`src/design/renamePkg.sv`:
```
// Rename commit and recovery package.
// Widths, active list entry and release lane types shared by the
// active list, the free list and the rename committer.

`default_nettype none

package renamePkg;

    // Commit and release lanes per cycle.
    localparam int commitWidth = 2;

    // Active list entries.
    localparam int activeListDepth = 16;

    // Physical and architectural register file sizes.
    localparam int physRegNum = 32;
    localparam int logRegNum = 8;

    // Physical register number.
    typedef logic [4:0] PhysReg;

    // Position inside the active list.
    typedef logic [3:0] AlIndex;

    // Active list occupancy, 0 to 16.
    typedef logic [4:0] AlCount;

    // Lane count, 0 to 2.
    typedef logic [1:0] LaneCount;

    // Free list occupancy, 0 to 32.
    typedef logic [5:0] FreeCount;

    // One dispatched op as kept in the active list.
    typedef struct packed {
        logic   writeReg;
        PhysReg physDst;
        PhysReg physPrevDst;
    } AlEntry;

    // One register handed back to the free list.
    typedef struct packed {
        logic   valid;
        PhysReg physReg;
    } ReleaseLane;

    // Committer phases.
    typedef enum logic [1:0] {
        phaseCommit   = 2'd0,
        phaseRecover0 = 2'd1,
        phaseRecover1 = 2'd2
    } RecoveryPhase;

endpackage

`default_nettype wire

```
`src/design/activeList.sv`:
```
// Active list.
// Circular queue of dispatched ops in program order. One push per
// cycle at the tail, commit pops at the head, recovery pops at the tail.

`default_nettype none
`timescale 1ns/100ps

module activeList (
    input  logic                                               clk,
    input  logic                                               rstN,
    input  logic                                               pushValid,
    input  renamePkg::AlEntry                                  pushEntry,
    output renamePkg::AlIndex                                  pushIndex,
    output logic                                               full,
    input  renamePkg::LaneCount                                popHeadNum,
    input  renamePkg::LaneCount                                popTailNum,
    // Oldest squashed position, held until the recovery ends.
    input  renamePkg::AlIndex                                  flushIndex,
    output renamePkg::AlEntry [renamePkg::commitWidth-1:0]     headEntries,
    output renamePkg::AlEntry [renamePkg::commitWidth-1:0]     tailEntries,
    output renamePkg::AlCount                                  recoveryEntryNum,
    output renamePkg::AlCount                                  count
);
    import renamePkg::*;

    AlEntry entries [activeListDepth];

    AlIndex head;
    AlIndex tail;
    AlCount entryCount;

    AlIndex flushDistance;

    // Entry storage, written only at the tail on a push.
    always_ff @(posedge clk) begin
        if (pushValid) begin
            entries[tail] <= pushEntry;
        end
    end

    // Pointers and occupancy.
    always_ff @(posedge clk) begin
        if (!rstN) begin
            head       <= '0;
            tail       <= '0;
            entryCount <= '0;
        end else begin
            head       <= head + AlIndex'(popHeadNum);
            tail       <= tail + AlIndex'(pushValid) - AlIndex'(popTailNum);
            entryCount <= entryCount + AlCount'(pushValid)
                          - AlCount'(popHeadNum) - AlCount'(popTailNum);
        end
    end

    // Two oldest entries from the head, two youngest from the tail.
    always_comb begin
        for (int i = 0; i < commitWidth; i++) begin
            headEntries[i] = entries[head + AlIndex'(i)];
            tailEntries[i] = entries[tail - AlIndex'(i + 1)];
        end
    end

    // Squashed ops sit between flushIndex and the tail.
    // A full list with flushIndex at the tail squashes every entry.
    assign flushDistance = tail - flushIndex;

    always_comb begin
        if (full && flushDistance == '0) begin
            recoveryEntryNum = AlCount'(activeListDepth);
        end else begin
            recoveryEntryNum = AlCount'(flushDistance);
        end
    end

    assign full      = (entryCount == AlCount'(activeListDepth));
    assign pushIndex = tail;
    assign count     = entryCount;

endmodule

`default_nettype wire

```
`src/design/renameCommitter.sv`:
```
// Rename committer.
// Frees previous destinations of committing ops, and on recovery walks
// the active list back from the tail to free squashed destinations.
// Released registers leave through one register stage.

`default_nettype none
`timescale 1ns/100ps

module renameCommitter (
    input  logic                                                clk,
    input  logic                                                rstN,
    input  logic                                                commit,
    input  renamePkg::LaneCount                                 commitNum,
    input  logic                                                recover,
    input  renamePkg::AlEntry [renamePkg::commitWidth-1:0]      headEntries,
    input  renamePkg::AlEntry [renamePkg::commitWidth-1:0]      tailEntries,
    input  renamePkg::AlCount                                   recoveryEntryNum,
    output renamePkg::LaneCount                                 popHeadNum,
    output renamePkg::LaneCount                                 popTailNum,
    output renamePkg::ReleaseLane [renamePkg::commitWidth-1:0]  releaseLanes,
    output renamePkg::LaneCount                                 flushNum,
    output logic                                                inRecovery
);
    import renamePkg::*;

    RecoveryPhase phase;
    RecoveryPhase nextPhase;

    // Squashed ops still to be popped from the tail.
    AlCount recoveryCount;
    AlCount nextRecoveryCount;

    ReleaseLane [commitWidth-1:0] laneReg;
    ReleaseLane [commitWidth-1:0] nextLanes;

    LaneCount releaseNum;

    // Phase and remaining count.
    always_ff @(posedge clk) begin
        if (!rstN) begin
            phase         <= phaseCommit;
            recoveryCount <= '0;
        end else begin
            phase         <= nextPhase;
            recoveryCount <= nextRecoveryCount;
        end
    end

    // Release register stage.
    always_ff @(posedge clk) begin
        if (!rstN) begin
            laneReg <= '0;
        end else begin
            laneReg <= nextLanes;
        end
    end

    // Tail pops this cycle, at most one lane group.
    always_comb begin
        if (recoveryCount > AlCount'(commitWidth)) begin
            releaseNum = LaneCount'(commitWidth);
        end else begin
            releaseNum = LaneCount'(recoveryCount);
        end
    end

    // Phase sequencing.
    always_comb begin
        nextPhase         = phase;
        nextRecoveryCount = recoveryCount;
        case (phase)
            phaseRecover0: begin
                // The tail has settled, so take the squash count now.
                nextPhase         = phaseRecover1;
                nextRecoveryCount = recoveryEntryNum;
            end
            phaseRecover1: begin
                if (recoveryCount == '0) begin
                    nextPhase = phaseCommit;
                end
                nextRecoveryCount = recoveryCount - AlCount'(releaseNum);
            end
            default: begin
                nextPhase = phaseCommit;
            end
        endcase
        if (recover) begin
            nextPhase         = phaseRecover0;
            nextRecoveryCount = '0;
        end
    end

    // Pops and release lanes.
    always_comb begin
        popHeadNum = '0;
        popTailNum = '0;
        flushNum   = '0;
        nextLanes  = '0;
        case (phase)
            phaseCommit: begin
                if (commit) begin
                    popHeadNum = commitNum;
                end
                for (int i = 0; i < commitWidth; i++) begin
                    nextLanes[i].valid   = commit && (LaneCount'(i) < commitNum)
                                           && headEntries[i].writeReg;
                    nextLanes[i].physReg = headEntries[i].physPrevDst;
                end
            end
            phaseRecover1: begin
                popTailNum = releaseNum;
                flushNum   = releaseNum;
                // Youngest squashed op goes out on lane 0.
                for (int i = 0; i < commitWidth; i++) begin
                    nextLanes[i].valid   = (LaneCount'(i) < releaseNum)
                                           && tailEntries[i].writeReg;
                    nextLanes[i].physReg = tailEntries[i].physDst;
                end
            end
            default: begin
                nextLanes = '0;
            end
        endcase
    end

    assign releaseLanes = laneReg;
    assign inRecovery   = (phase != phaseCommit);

endmodule

`default_nettype wire

```
`src/design/freeList.sv`:
```
// Physical register free list.
// Circular queue of free register numbers. The head is handed out at
// dispatch and up to two released registers are appended per cycle.

`default_nettype none
`timescale 1ns/100ps

module freeList (
    input  logic                                                clk,
    input  logic                                                rstN,
    input  logic                                                allocate,
    output renamePkg::PhysReg                                   allocReg,
    output logic                                                empty,
    input  renamePkg::ReleaseLane [renamePkg::commitWidth-1:0]  releaseLanes,
    output renamePkg::FreeCount                                 count
);
    import renamePkg::*;

    PhysReg freeRegs [physRegNum];

    // Queue positions share the register number width.
    PhysReg head;
    PhysReg tail;
    FreeCount freeCount;

    // Number of valid release lanes this cycle.
    LaneCount releaseNum;

    // Second release lands behind the first only if the first is valid.
    PhysReg secondSlot;

    always_comb begin
        releaseNum = '0;
        for (int i = 0; i < commitWidth; i++) begin
            releaseNum = releaseNum + LaneCount'(releaseLanes[i].valid);
        end
    end

    assign secondSlot = tail + PhysReg'(releaseLanes[0].valid);

    // Storage. Reset loads the registers not mapped at start, in order.
    always_ff @(posedge clk) begin
        if (!rstN) begin
            for (int i = 0; i < physRegNum; i++) begin
                if (i < physRegNum - logRegNum) begin
                    freeRegs[i] <= PhysReg'(i + logRegNum);
                end else begin
                    freeRegs[i] <= '0;
                end
            end
        end else begin
            if (releaseLanes[0].valid) begin
                freeRegs[tail] <= releaseLanes[0].physReg;
            end
            if (releaseLanes[1].valid) begin
                freeRegs[secondSlot] <= releaseLanes[1].physReg;
            end
        end
    end

    // Pointers and occupancy.
    always_ff @(posedge clk) begin
        if (!rstN) begin
            head      <= '0;
            tail      <= PhysReg'(physRegNum - logRegNum);
            freeCount <= FreeCount'(physRegNum - logRegNum);
        end else begin
            head      <= head + PhysReg'(allocate);
            tail      <= tail + PhysReg'(releaseNum);
            freeCount <= freeCount - FreeCount'(allocate) + FreeCount'(releaseNum);
        end
    end

    assign allocReg = freeRegs[head];
    assign empty    = (freeCount == '0);
    assign count    = freeCount;

endmodule

`default_nettype wire

```
`src/design/renameUnit.sv`:
```
// Rename commit and recovery unit.
// Ties the active list, the free list and the rename committer
// together and gates dispatch on list space and recovery.

`default_nettype none
`timescale 1ns/100ps

module renameUnit (
    input  logic                                                clk,
    input  logic                                                rstN,
    input  logic                                                dispatchValid,
    input  logic                                                dispatchWriteReg,
    input  renamePkg::PhysReg                                   dispatchPrevDst,
    output logic                                                dispatchReady,
    output renamePkg::PhysReg                                   dispatchDst,
    output renamePkg::AlIndex                                   dispatchIndex,
    input  logic                                                commit,
    input  renamePkg::LaneCount                                 commitNum,
    input  logic                                                recover,
    input  renamePkg::AlIndex                                   flushIndex,
    output renamePkg::ReleaseLane [renamePkg::commitWidth-1:0]  releaseLanes,
    output renamePkg::LaneCount                                 flushNum,
    output logic                                                inRecovery,
    output renamePkg::AlCount                                   alCount,
    output renamePkg::FreeCount                                 freeCount
);
    import renamePkg::*;

    logic alFull;
    logic freeEmpty;
    logic dispatchFire;
    AlEntry pushEntry;

    AlEntry [commitWidth-1:0] alHeadEntries;
    AlEntry [commitWidth-1:0] alTailEntries;
    AlCount recoveryEntryNum;
    LaneCount popHeadNum;
    LaneCount popTailNum;

    // A register is needed only when the op writes one.
    assign dispatchReady = !alFull && !inRecovery && (!dispatchWriteReg || !freeEmpty);
    assign dispatchFire  = dispatchValid && dispatchReady;

    assign pushEntry.writeReg    = dispatchWriteReg;
    assign pushEntry.physDst     = dispatchDst;
    assign pushEntry.physPrevDst = dispatchPrevDst;

    activeList activeListInst (
        .clk              (clk),
        .rstN             (rstN),
        .pushValid        (dispatchFire),
        .pushEntry        (pushEntry),
        .pushIndex        (dispatchIndex),
        .full             (alFull),
        .popHeadNum       (popHeadNum),
        .popTailNum       (popTailNum),
        .flushIndex       (flushIndex),
        .headEntries      (alHeadEntries),
        .tailEntries      (alTailEntries),
        .recoveryEntryNum (recoveryEntryNum),
        .count            (alCount)
    );

    renameCommitter committerInst (
        .clk              (clk),
        .rstN             (rstN),
        .commit           (commit),
        .commitNum        (commitNum),
        .recover          (recover),
        .headEntries      (alHeadEntries),
        .tailEntries      (alTailEntries),
        .recoveryEntryNum (recoveryEntryNum),
        .popHeadNum       (popHeadNum),
        .popTailNum       (popTailNum),
        .releaseLanes     (releaseLanes),
        .flushNum         (flushNum),
        .inRecovery       (inRecovery)
    );

    freeList freeListInst (
        .clk          (clk),
        .rstN         (rstN),
        .allocate     (dispatchFire && dispatchWriteReg),
        .allocReg     (dispatchDst),
        .empty        (freeEmpty),
        .releaseLanes (releaseLanes),
        .count        (freeCount)
    );

endmodule

`default_nettype wire

```
`config.mk`:
```
export PLATFORM = sky130hd
export DESIGN_NAME = renameUnit
export DESIGN_NICKNAME = d
export VERILOG_FILES = /design/src/design/renamePkg.sv /design/src/design/activeList.sv /design/src/design/renameCommitter.sv /design/src/design/freeList.sv /design/src/design/renameUnit.sv
export SDC_FILE = /design/constraint.sdc
export NUM_CORES = 1
export LEC_CHECK = 0
export BUFFER_PORTS_ARGS = -buffer_cell sky130_fd_sc_hd__buf_2
export CAP_MARGIN = 20
export CORE_UTILIZATION = 54
export CTS_BUF_LIST = sky130_fd_sc_hd__clkbuf_16
export CTS_CLUSTER_SIZE = 25
export DETAILED_ROUTE_END_ITERATION = 12
export GPL_TIMING_DRIVEN = 1
export PLACE_DENSITY = 0.75
export SYNTH_ARGS = -nofsm -noshare
export SYNTH_HDL_FRONTEND = slang
export SYNTH_HIERARCHICAL = 1
export SYNTH_SLANG_ARGS = --single-unit
```
`constraint.sdc`:
```
create_clock -name clk -period 6.72 [get_ports clk]
set_clock_uncertainty 0.1 [all_clocks]
set_input_delay 0.336 -clock clk [delete_from_list [all_inputs] [get_ports clk]]
set_output_delay 0.336 -clock clk [all_outputs]
set_load 0.05 [all_outputs]
```
-- Yosys cells after proc, flatten, opt, wreduce, memory -nomap -nowiden
Memory sizes are Yosys's and may differ from the RTL's. A register that Yosys moved wholly into a read port is not among the register bits.
Index checks and enable logic that the tools add are counted.
- register bits after elaboration: 48
- RAM bits: 336
- memories kept: 2
- memory list (name ; depth ; bits a word ; rd ports ; clocked after Yosys merged registers in ; write ports ; line ; RTL):
    activeListInst.entries ; 16 ; 11 ; 4 ; 1 ; 1 ; activeList.sv:26 ; AlEntry entries [activeListDepth];
    freeListInst.freeRegs ; 32 ; 5 ; 1 ; 1 ; 32 ; freeList.sv:19 ; PhysReg freeRegs [physRegNum];
- eq/ne operators: 5
- bitwise logic cells: 1
- mux-type cells: 27
- reductions and logical operators: 25
- add/subtract/negate cells: 17
- $lt $le $gt $ge: 5
- operators with widths (operator ; number):
    two-way mux 5 bit ; 6
    case mux 12 bit (2 select lines) ; 1
    adder 5 x 1 -> 5 bit ; 3
    subtractor 5 x 2 -> 5 bit ; 3
    two-way mux 1 bit ; 12
    logical AND 1 bit ; 11
    two-way mux 2 bit ; 5
    case mux 5 bit (2 select lines) ; 1
    OR reduction 5 bit ; 2
    less-than comparator 1 x 2 -> 1 bit (first input constant) ; 4
    adder 6 x 2 -> 6 bit ; 1
    zero test 6 bit ; 1
    subtractor 6 x 1 -> 6 bit ; 1
    adder 5 x 2 -> 5 bit ; 1
    == test 5 bit (second input constant) ; 1
    greater-than comparator 5 x 2 -> 1 bit (second input constant) ; 1
    zero test 5 bit ; 1
    adder 4 x 1 -> 4 bit ; 1
    adder 4 x 1 -> 4 bit (second input constant) ; 1
    adder 4 x 2 -> 4 bit ; 1
    zero test 1 bit ; 4
    zero test 4 bit ; 1
    two-way mux 4 bit ; 1
    case mux 2 bit (2 select lines) ; 1
    other kinds (14) ; 15

-- Longest topological paths before layout
Gate-level depths: netlist (run 1).
- depth after elaboration: 8
- depth in mapped cells: 14
- gate-level depth less buffers: 12

-- Hierarchy
The synthesis (run 1) kept the hierarchy.
- by module, submodules not included (module ; area each (sq um) ; times used ; cells an instance ; seq. area each (sq um)):
    activeList ; 12226.7 ; 1 ; 906 ; 5545.3
    freeList ; 9895.7 ; 1 ; 796 ; 5124.9
    renameCommitter ; 927.1 ; 1 ; 104 ; 380.4
    renameUnit ; 28.8 ; 1 ; 4 ; 0.0

-- Worst setup path before layout (run 1)
OpenSTA, ideal clock, no wires.
- path kind: register to register
- start: register committerInst.phase[1]
- end: register activeListInst.entryCount[4] (netlist: activeListInst/count[4])
- cell stages (with the launch flop): 14
- period minus slack after synthesis: 3.876 ns
- arrival: 3.661 ns
- data required time: 6.505 ns
- library setup time: 0.115 ns
- slack: 2.844 ns
- cell sequence: dfxtp_1 > inv_1 > ha_1 > clkbuf_1 > inv_1 > a211oi_2 > and2_1 > fa_1 > fa_1 > ha_1 > a21o_1 > a21oi_1 > xnor2_1 > and2_1
- longest elaborated chain between the ends: 8
- elaborated cells on any way between the ends: 12
- classes of those cells: add/sub (3); eq/ne (1); mux (2); reduce/logical (6)
- RTL lines (element ; line ; RTL):
    start: declaration ; renameCommitter.sv:26 ; RecoveryPhase phase;
    start signal: assignment ; renameCommitter.sv:41 ; phase <= phaseCommit;
    start signal: assignment ; renameCommitter.sv:44 ; phase <= nextPhase;
    nonzero test 2 bit ; renameCommitter.sv:127 ; assign inRecovery = (phase != phaseCommit);
    net inRecovery ; renameUnit.sv:23 ; output logic inRecovery,
    zero test 1 bit ; renameUnit.sv:41 ; assign dispatchReady = !alFull && !inRecovery && (!dispatchWriteReg || !freeEmpty);
    logical AND 1 bit (2 in series) ; renameUnit.sv:41 ;
    net dispatchReady ; renameUnit.sv:14 ; output logic dispatchReady,
    logical AND 1 bit ; renameUnit.sv:42 ; assign dispatchFire = dispatchValid && dispatchReady;
    net dispatchFire ; renameUnit.sv:31 ; logic dispatchFire;
    adder 5 x 1 -> 5 bit ; activeList.sv:50 ; entryCount <= entryCount + AlCount'(pushValid)
    subtractor 5 x 2 -> 5 bit (2 in series) ; activeList.sv:51 ; - AlCount'(popHeadNum) - AlCount'(popTailNum);
    end signal: assignment ; activeList.sv:50 ;
    end: declaration ; activeList.sv:30 ; AlCount entryCount;
The timed path passes the listed nets, and every way through them passes these cells.
A chain may end at the register's enable or synchronous reset.

==> impl_metrics.yaml, run 1 <==
die:
  die_area_sq_um: 39100
  initial_utilization_pct: 54.9
  dieHeight_um: 198
  std_cell_rows: 71
  die_w_um: 198
  ios: 53
  coreArea_sq_um: 37700
drt:
  vias_per_cell: 6.89
  totalWireLength_um: 59100
  vias: 14400
  antenna_left: 0
  drt_iter0_drc: 1913
  firstDrtPassIters: 6
  drc: 0
  wl_per_cell_um: 28.2
status:
  outcome: "finished, final reports clean"
worst_setup_path:
  crit_type: "reg2out"
  worstPathMaxFanout: 28
  worstPathArrival_ps: 3610
  critPathRequiredTime_ps: 6280
  cp-end-kind: "output pin"
  cp-start-kind: "flip-flop"
placed_design:
  dpl.hpwl_um: 39200
  placed_area_sq_um: 21100
  gp_congestion: 1.04
  io_buffer_count: 52
  post-place-ws_ps: 3030
global_routing:
  grt_pass1_vias: 14100
  grt_max_degree: 55
  grt_overflow: 0
  grt_pass1_wl_um: 88400
  track_usage_pct: 30.9
  antenna_found_initial: 0
cells_and_area:
  final_nets: 1623
  drive_gt1_share_pct: 16.6
  diodes: 0
  post-route-cell-area_sq_um: 22600
  nFillCells: 2906
  syn_to_final_growth_pct: 8.99
timing:
  maxClockFrequency_mhz: 247
  hold_ws_ps: 49.6
  fin_tns_setup_ps: 0
  slew_viol_final: 0
  finalHoldViolations: 0
  setup_slack_ps: 2670
  relSlewSlack_pct: 24.6
  rsz0062_at_grt: "no"
  setup_violations: 0
  finalCritPeriodShare_pct: 60.2
  period_needed_ps: 4050
  tightest_slew_ps: 1130
power_and_ir_drop:
  ir_drop_uv: 278
  p_per_area_nw_per_um2: 306
  power_mw: 6.90
  leakage_nw: 7.71
clocking:
  cts_buffers: 42
  cts_setup_buffers: 0
  clk_pin_slew_ps: 60
  cts_sinks: 384
  cts_tree: "done"
  post_cts_resized: 0
  htree_levels: 2
  clkLatencyLatePin_ps: 570
  cts_buffer_depth: 3
  cts_root_buffer: "clkbuf_16"
synthesis:
  avgSynthCellArea_sq_um: 13.1
  yosys_warnings: 6
  synth_nets: 1649
  syn_area_sq_um: 20700
  synth_cells: 1577
min_path:
  holdCritPathClass: "in2reg"
run:
  maxCapViolCount: 0
==> critical path: stages, from the launching register on <==
cell and delay, ps:
dfxtp_2 750, buf_4 600, mux4_2 610, a211oi_1 470
a21oi_1 120, buf_4 220, buf_2 230
==> flip-flops by register name, indices dropped and copies added (netlist names) <==
register,cells
activeListInst/count,5
activeListInst/entries,176
activeListInst/head,4
activeListInst/pushIndex,4
committerInst/phase,2
committerInst/recoveryCount,5
committerInst/releaseLanes,12
freeListInst/count,6
freeListInst/freeRegs,160
freeListInst/head,5
freeListInst/tail,5
==> cells in the final DEF, fill, tap and decap left out, types with 8 or more instances in the layout <==
cell,instances
dfxtp_1,45
o221ai_1,21
nand2b_1,8
a2bb2o_1,13
o211ai_1,8
inv_1,60
nand3_1,44
xnor2_1,16
mux2i_1,110
nand3b_1,8
buf_4,30
buf_2,51
nor2_1,41
and3_1,25
o2bb2ai_1,22
fa_1,8
mux4_2,97
a21o_1,9
and2_1,28
o22ai_1,44
a221oi_1,19
a211oi_1,11
clkbuf_16,46
nor2b_1,24
nand2_1,160
ha_1,47
o21ai_0,15
a22oi_1,21
a21oi_1,25
a32o_1,14
clkinv_1,8
o32a_1,32
edfxtp_1,336
==> path summary, 6_finish.rpt <==
| path | from | end | slack, ps | cells past startpoint |
|---|---|---|---|---|
| hold / removal | dispatchPrevDst[2] | activeListInst/entries[9][2] | 50 | 1 |
| setup / recovery | freeListInst/head[0] | dispatchDst[1] | 2670 | 6 |
| hold reg to reg | committerInst/phase[0] | committerInst/phase[0] | 410 | 2 |
| setup reg to reg | activeListInst/pushIndex[0] | committerInst/releaseLanes[5] | 3040 | 8 |
==> per-layer routing <==
metal  wire (um)  share of wire, %  vias to the layer above  global-route usage [%]
met2       27200                46                      993                    48.1
li1            -                 -                     6138                       -
met5           0                 0                        -                       0
met1       21900                37                     7069                    40.7
met3        6540                11                      220                    6.03
met4        3470               5.9                        0                    17.4
==> layout make-up <==
class | instances | area [sq um] | share of cell area, %
inverters | 54 | 203 | 0.899
clock inverters | 30 | 251 | 1.11
well taps | 511 | 639 | 2.83
clock buffers | 46 | 1150 | 5.10
flip-flops and latches | 384 | 11100 | 49.0
repair buffers | 85 | 539 | 2.39
multi-input cells | 984 | 8720 | 38.6
==> report_power, final <==
group | internal [mW] | total [mW] | switching, mW | leakage (nW)
combinational | 0.663 | 1.72 | 1.06 | 3.56
sequential | 2.71 | 2.82 | 0.107 | 3.42
clock | 1.39 | 2.36 | 0.969 | 0.728
==> metrics by stage <==
step,util (%),cells
2_1_floorplan,-,1577
3_3_place_gp,55.9,2011
3_5_place_dp,56.0,2013
4_1_cts,59.8,2091
5_1_grt,59.9,2094
6_report,59.9,2094
==> repair_timing <==
| item | 4_1_cts | 5_1_grt |
|---|---|---|
| endpoints found under the hold margin | 2 | 0 |
| hold buffers | 2 | 0 |
| setup endpoints to repair | 0 | 0 |
(Power assumes the default switching activity.)
==> inputs of run 2 (changes only) <==
clock period = 3.8 ns   (was 6.72 ns; I/O delays follow)
==> run 2 against run 1 <==
Net effect:
- via count increased by 1.7%
- global-route usage increased by 0.78 points
- count of clock-buffer cells in the layout decreased by 4
==> impl_metrics.yaml, run 2 (same netlist as run 1, synthesis figures left out) <==
status:
  outcome: "finished, final reports clean"
clocking:
  cts_buffers: 41
  clk_pin_slew_ps: 60
  clkLatencyLatePin_ps: 580
  cts_sinks: 384
  cts_setup_buffers: 0
  post_cts_resized: 0
  cts_root_buffer: "clkbuf_16"
  htree_levels: 2
  cts_tree: "done"
  cts_buffer_depth: 3
timing:
  setup_violations: 0
  fin_tns_setup_ps: 0
  finalCritPeriodShare_pct: 93.2
  rsz0062_at_grt: "no"
  relSlewSlack_pct: 34.9
  slew_viol_final: 0
  maxClockFrequency_mhz: 282
  finalHoldViolations: 0
  tightest_slew_ps: 975
  period_needed_ps: 3540
drt:
  wl_per_cell_um: 28.3
  totalWireLength_um: 60400
  vias: 14700
  vias_per_cell: 6.87
  firstDrtPassIters: 9
  drc: 0
  drt_iter0_drc: 2001
  antenna_left: 0
placed_design:
  dpl.hpwl_um: 41000
  gp_congestion: 1.01
  io_buffer_count: 52
  placed_area_sq_um: 21400
die:
  std_cell_rows: 71
  ios: 53
  dieHeight_um: 198
  die_w_um: 198
  initial_utilization_pct: 54.9
  coreArea_sq_um: 37700
  die_area_sq_um: 39100
worst_setup_path:
  slowest_stage: "xor2_4"
  crit_type: "reg2reg"
  worstPathArrival_ps: 3950
  path_cells: "buf_4 > inv_1 > ha_1 > xor2_4 > mux2i_1 > a221oi_1 > a32o_1 > o2111ai_1 > o21ai_0 > dlygate4sd3_1"
  slowest_delay_ps: 610
  endpoint: "committerInst/releaseLanes[5]"
  startpoint: "activeListInst/pushIndex[1]"
  critPathRequiredTime_ps: 4210
  ff2ff_path_depth: 10
  cp-end-kind: "flip-flop"
  r2r_end: "committerInst/releaseLanes[5]"
  r2r_slack_ps: 260
  worstPathMaxFanout: 17
  reg2reg_from: "activeListInst/pushIndex[1]"
  cp-start-kind: "flip-flop"
global_routing:
  grt_overflow: 0
  grt_max_degree: 70
  track_usage_pct: 31.6
  grt_pass1_vias: 14400
  antenna_found_initial: 1
  grt_pass1_wl_um: 90600
run:
  maxCapViolCount: 0
cells_and_area:
  fin_util_pct: 60.8
  final_common_cell: "edfxtp_1"
  largest_reg_flops: 176
  post-route-cell-area_sq_um: 22900
  drive_gt1_share_pct: 17.8
  nFillCells: 2879
  layout_common_cells: "edfxtp_1, nand2_1, mux2i_1"
  syn_to_final_growth_pct: 10.6
  top_register: "activeListInst/entries"
  final_nets: 1662
power_and_ir_drop:
  power_mw: 12.4
  combPwrFrac_pct: 25.2
  pwr-share-clk_pct: 34.3
  p_seq_share_pct: 40.4
  ir_drop_uv: 555
  p_int_mw: 8.51
  sw_frac_of_total_pct: 31.1
  switchingPower_mw: 3.85
  p_per_area_nw_per_um2: 540
  leakage_nw: 7.88
min_path:
  holdCritPathClass: "in2reg"
## run 2: worst min-delay path by stage
stage | slack, ps | endpoint | from | cells past startpoint
after CTS | 2 | committerInst/recoveryCount[0] | flushIndex[0] | 5
final | 20 | committerInst/recoveryCount[0] | flushIndex[0] | 5
after floorplan | 190 | activeListInst/entries[0][0] | dispatchPrevDst[0] | 0
after global routing | 60 | committerInst/recoveryCount[4] | flushIndex[3] | 6
after detailed placement | 370 | committerInst/phase[0] | recover | 3
after global placement | 350 | committerInst/phase[0] | recover | 3
## run 2: routing by layer
metal | part of all wire, % | global-route usage [%]
met2 | 46 | 49.4
met4 | 6.4 | 18.5
met5 | 0.013 | 0
met1 | 37 | 41.1
met3 | 11 | 6.59
## run 2: worst max-delay path: cells and delay by family (launching register included)
kind | cells | cell delay, ps
AOI/OAI and AO/OA | 4 | 860
xor gates and xnor gates | 1 | 610
adders and majority gates | 1 | 420
buffers and inverters | 3 | 1010
DFF | 1 | 300
muxes | 1 | 160
## run 2: what timing repair did
item | in CTS | in global routing
endpoints found under the hold margin | 106 | 0
setup endpoints to repair | 0 | 0
hold buffers | 12 | 0
## run 2: layout make-up
cell class | count | area (sq um) | area share, %
multi-input combinational | 984 | 8720 | 38.1
inverter | 54 | 203 | 0.885
antenna | 1 | 2.50 | 0.0109
clock inverter | 34 | 367 | 1.60
timing repair buffer | 125 | 851 | 3.72
sequential | 384 | 11100 | 48.3
clock buffer | 42 | 1050 | 4.59
tap | 511 | 639 | 2.79
## run 2: stage by stage
step	instances	setup WS (ps)	hold WS, ps
after floorplan	1577	123	189
after global placement	2046	394	348
after detailed placement	2046	330	368
after CTS	2134	298	2.08
after global routing	2134	86.7	60.6
final	2135	259	20.7
## run 2: power by group through the flow
stage	registers (mW)	logic (mW)	clock network, mW
3_3_place_gp	5.07	2.98	0
4_1_cts	4.99	3.08	4.26
6_report	4.99	3.12	4.24
3_5_place_dp	5.07	3.05	0
5_1_grt	5.01	3.31	4.43
2_1_floorplan	5.22	2.09	0
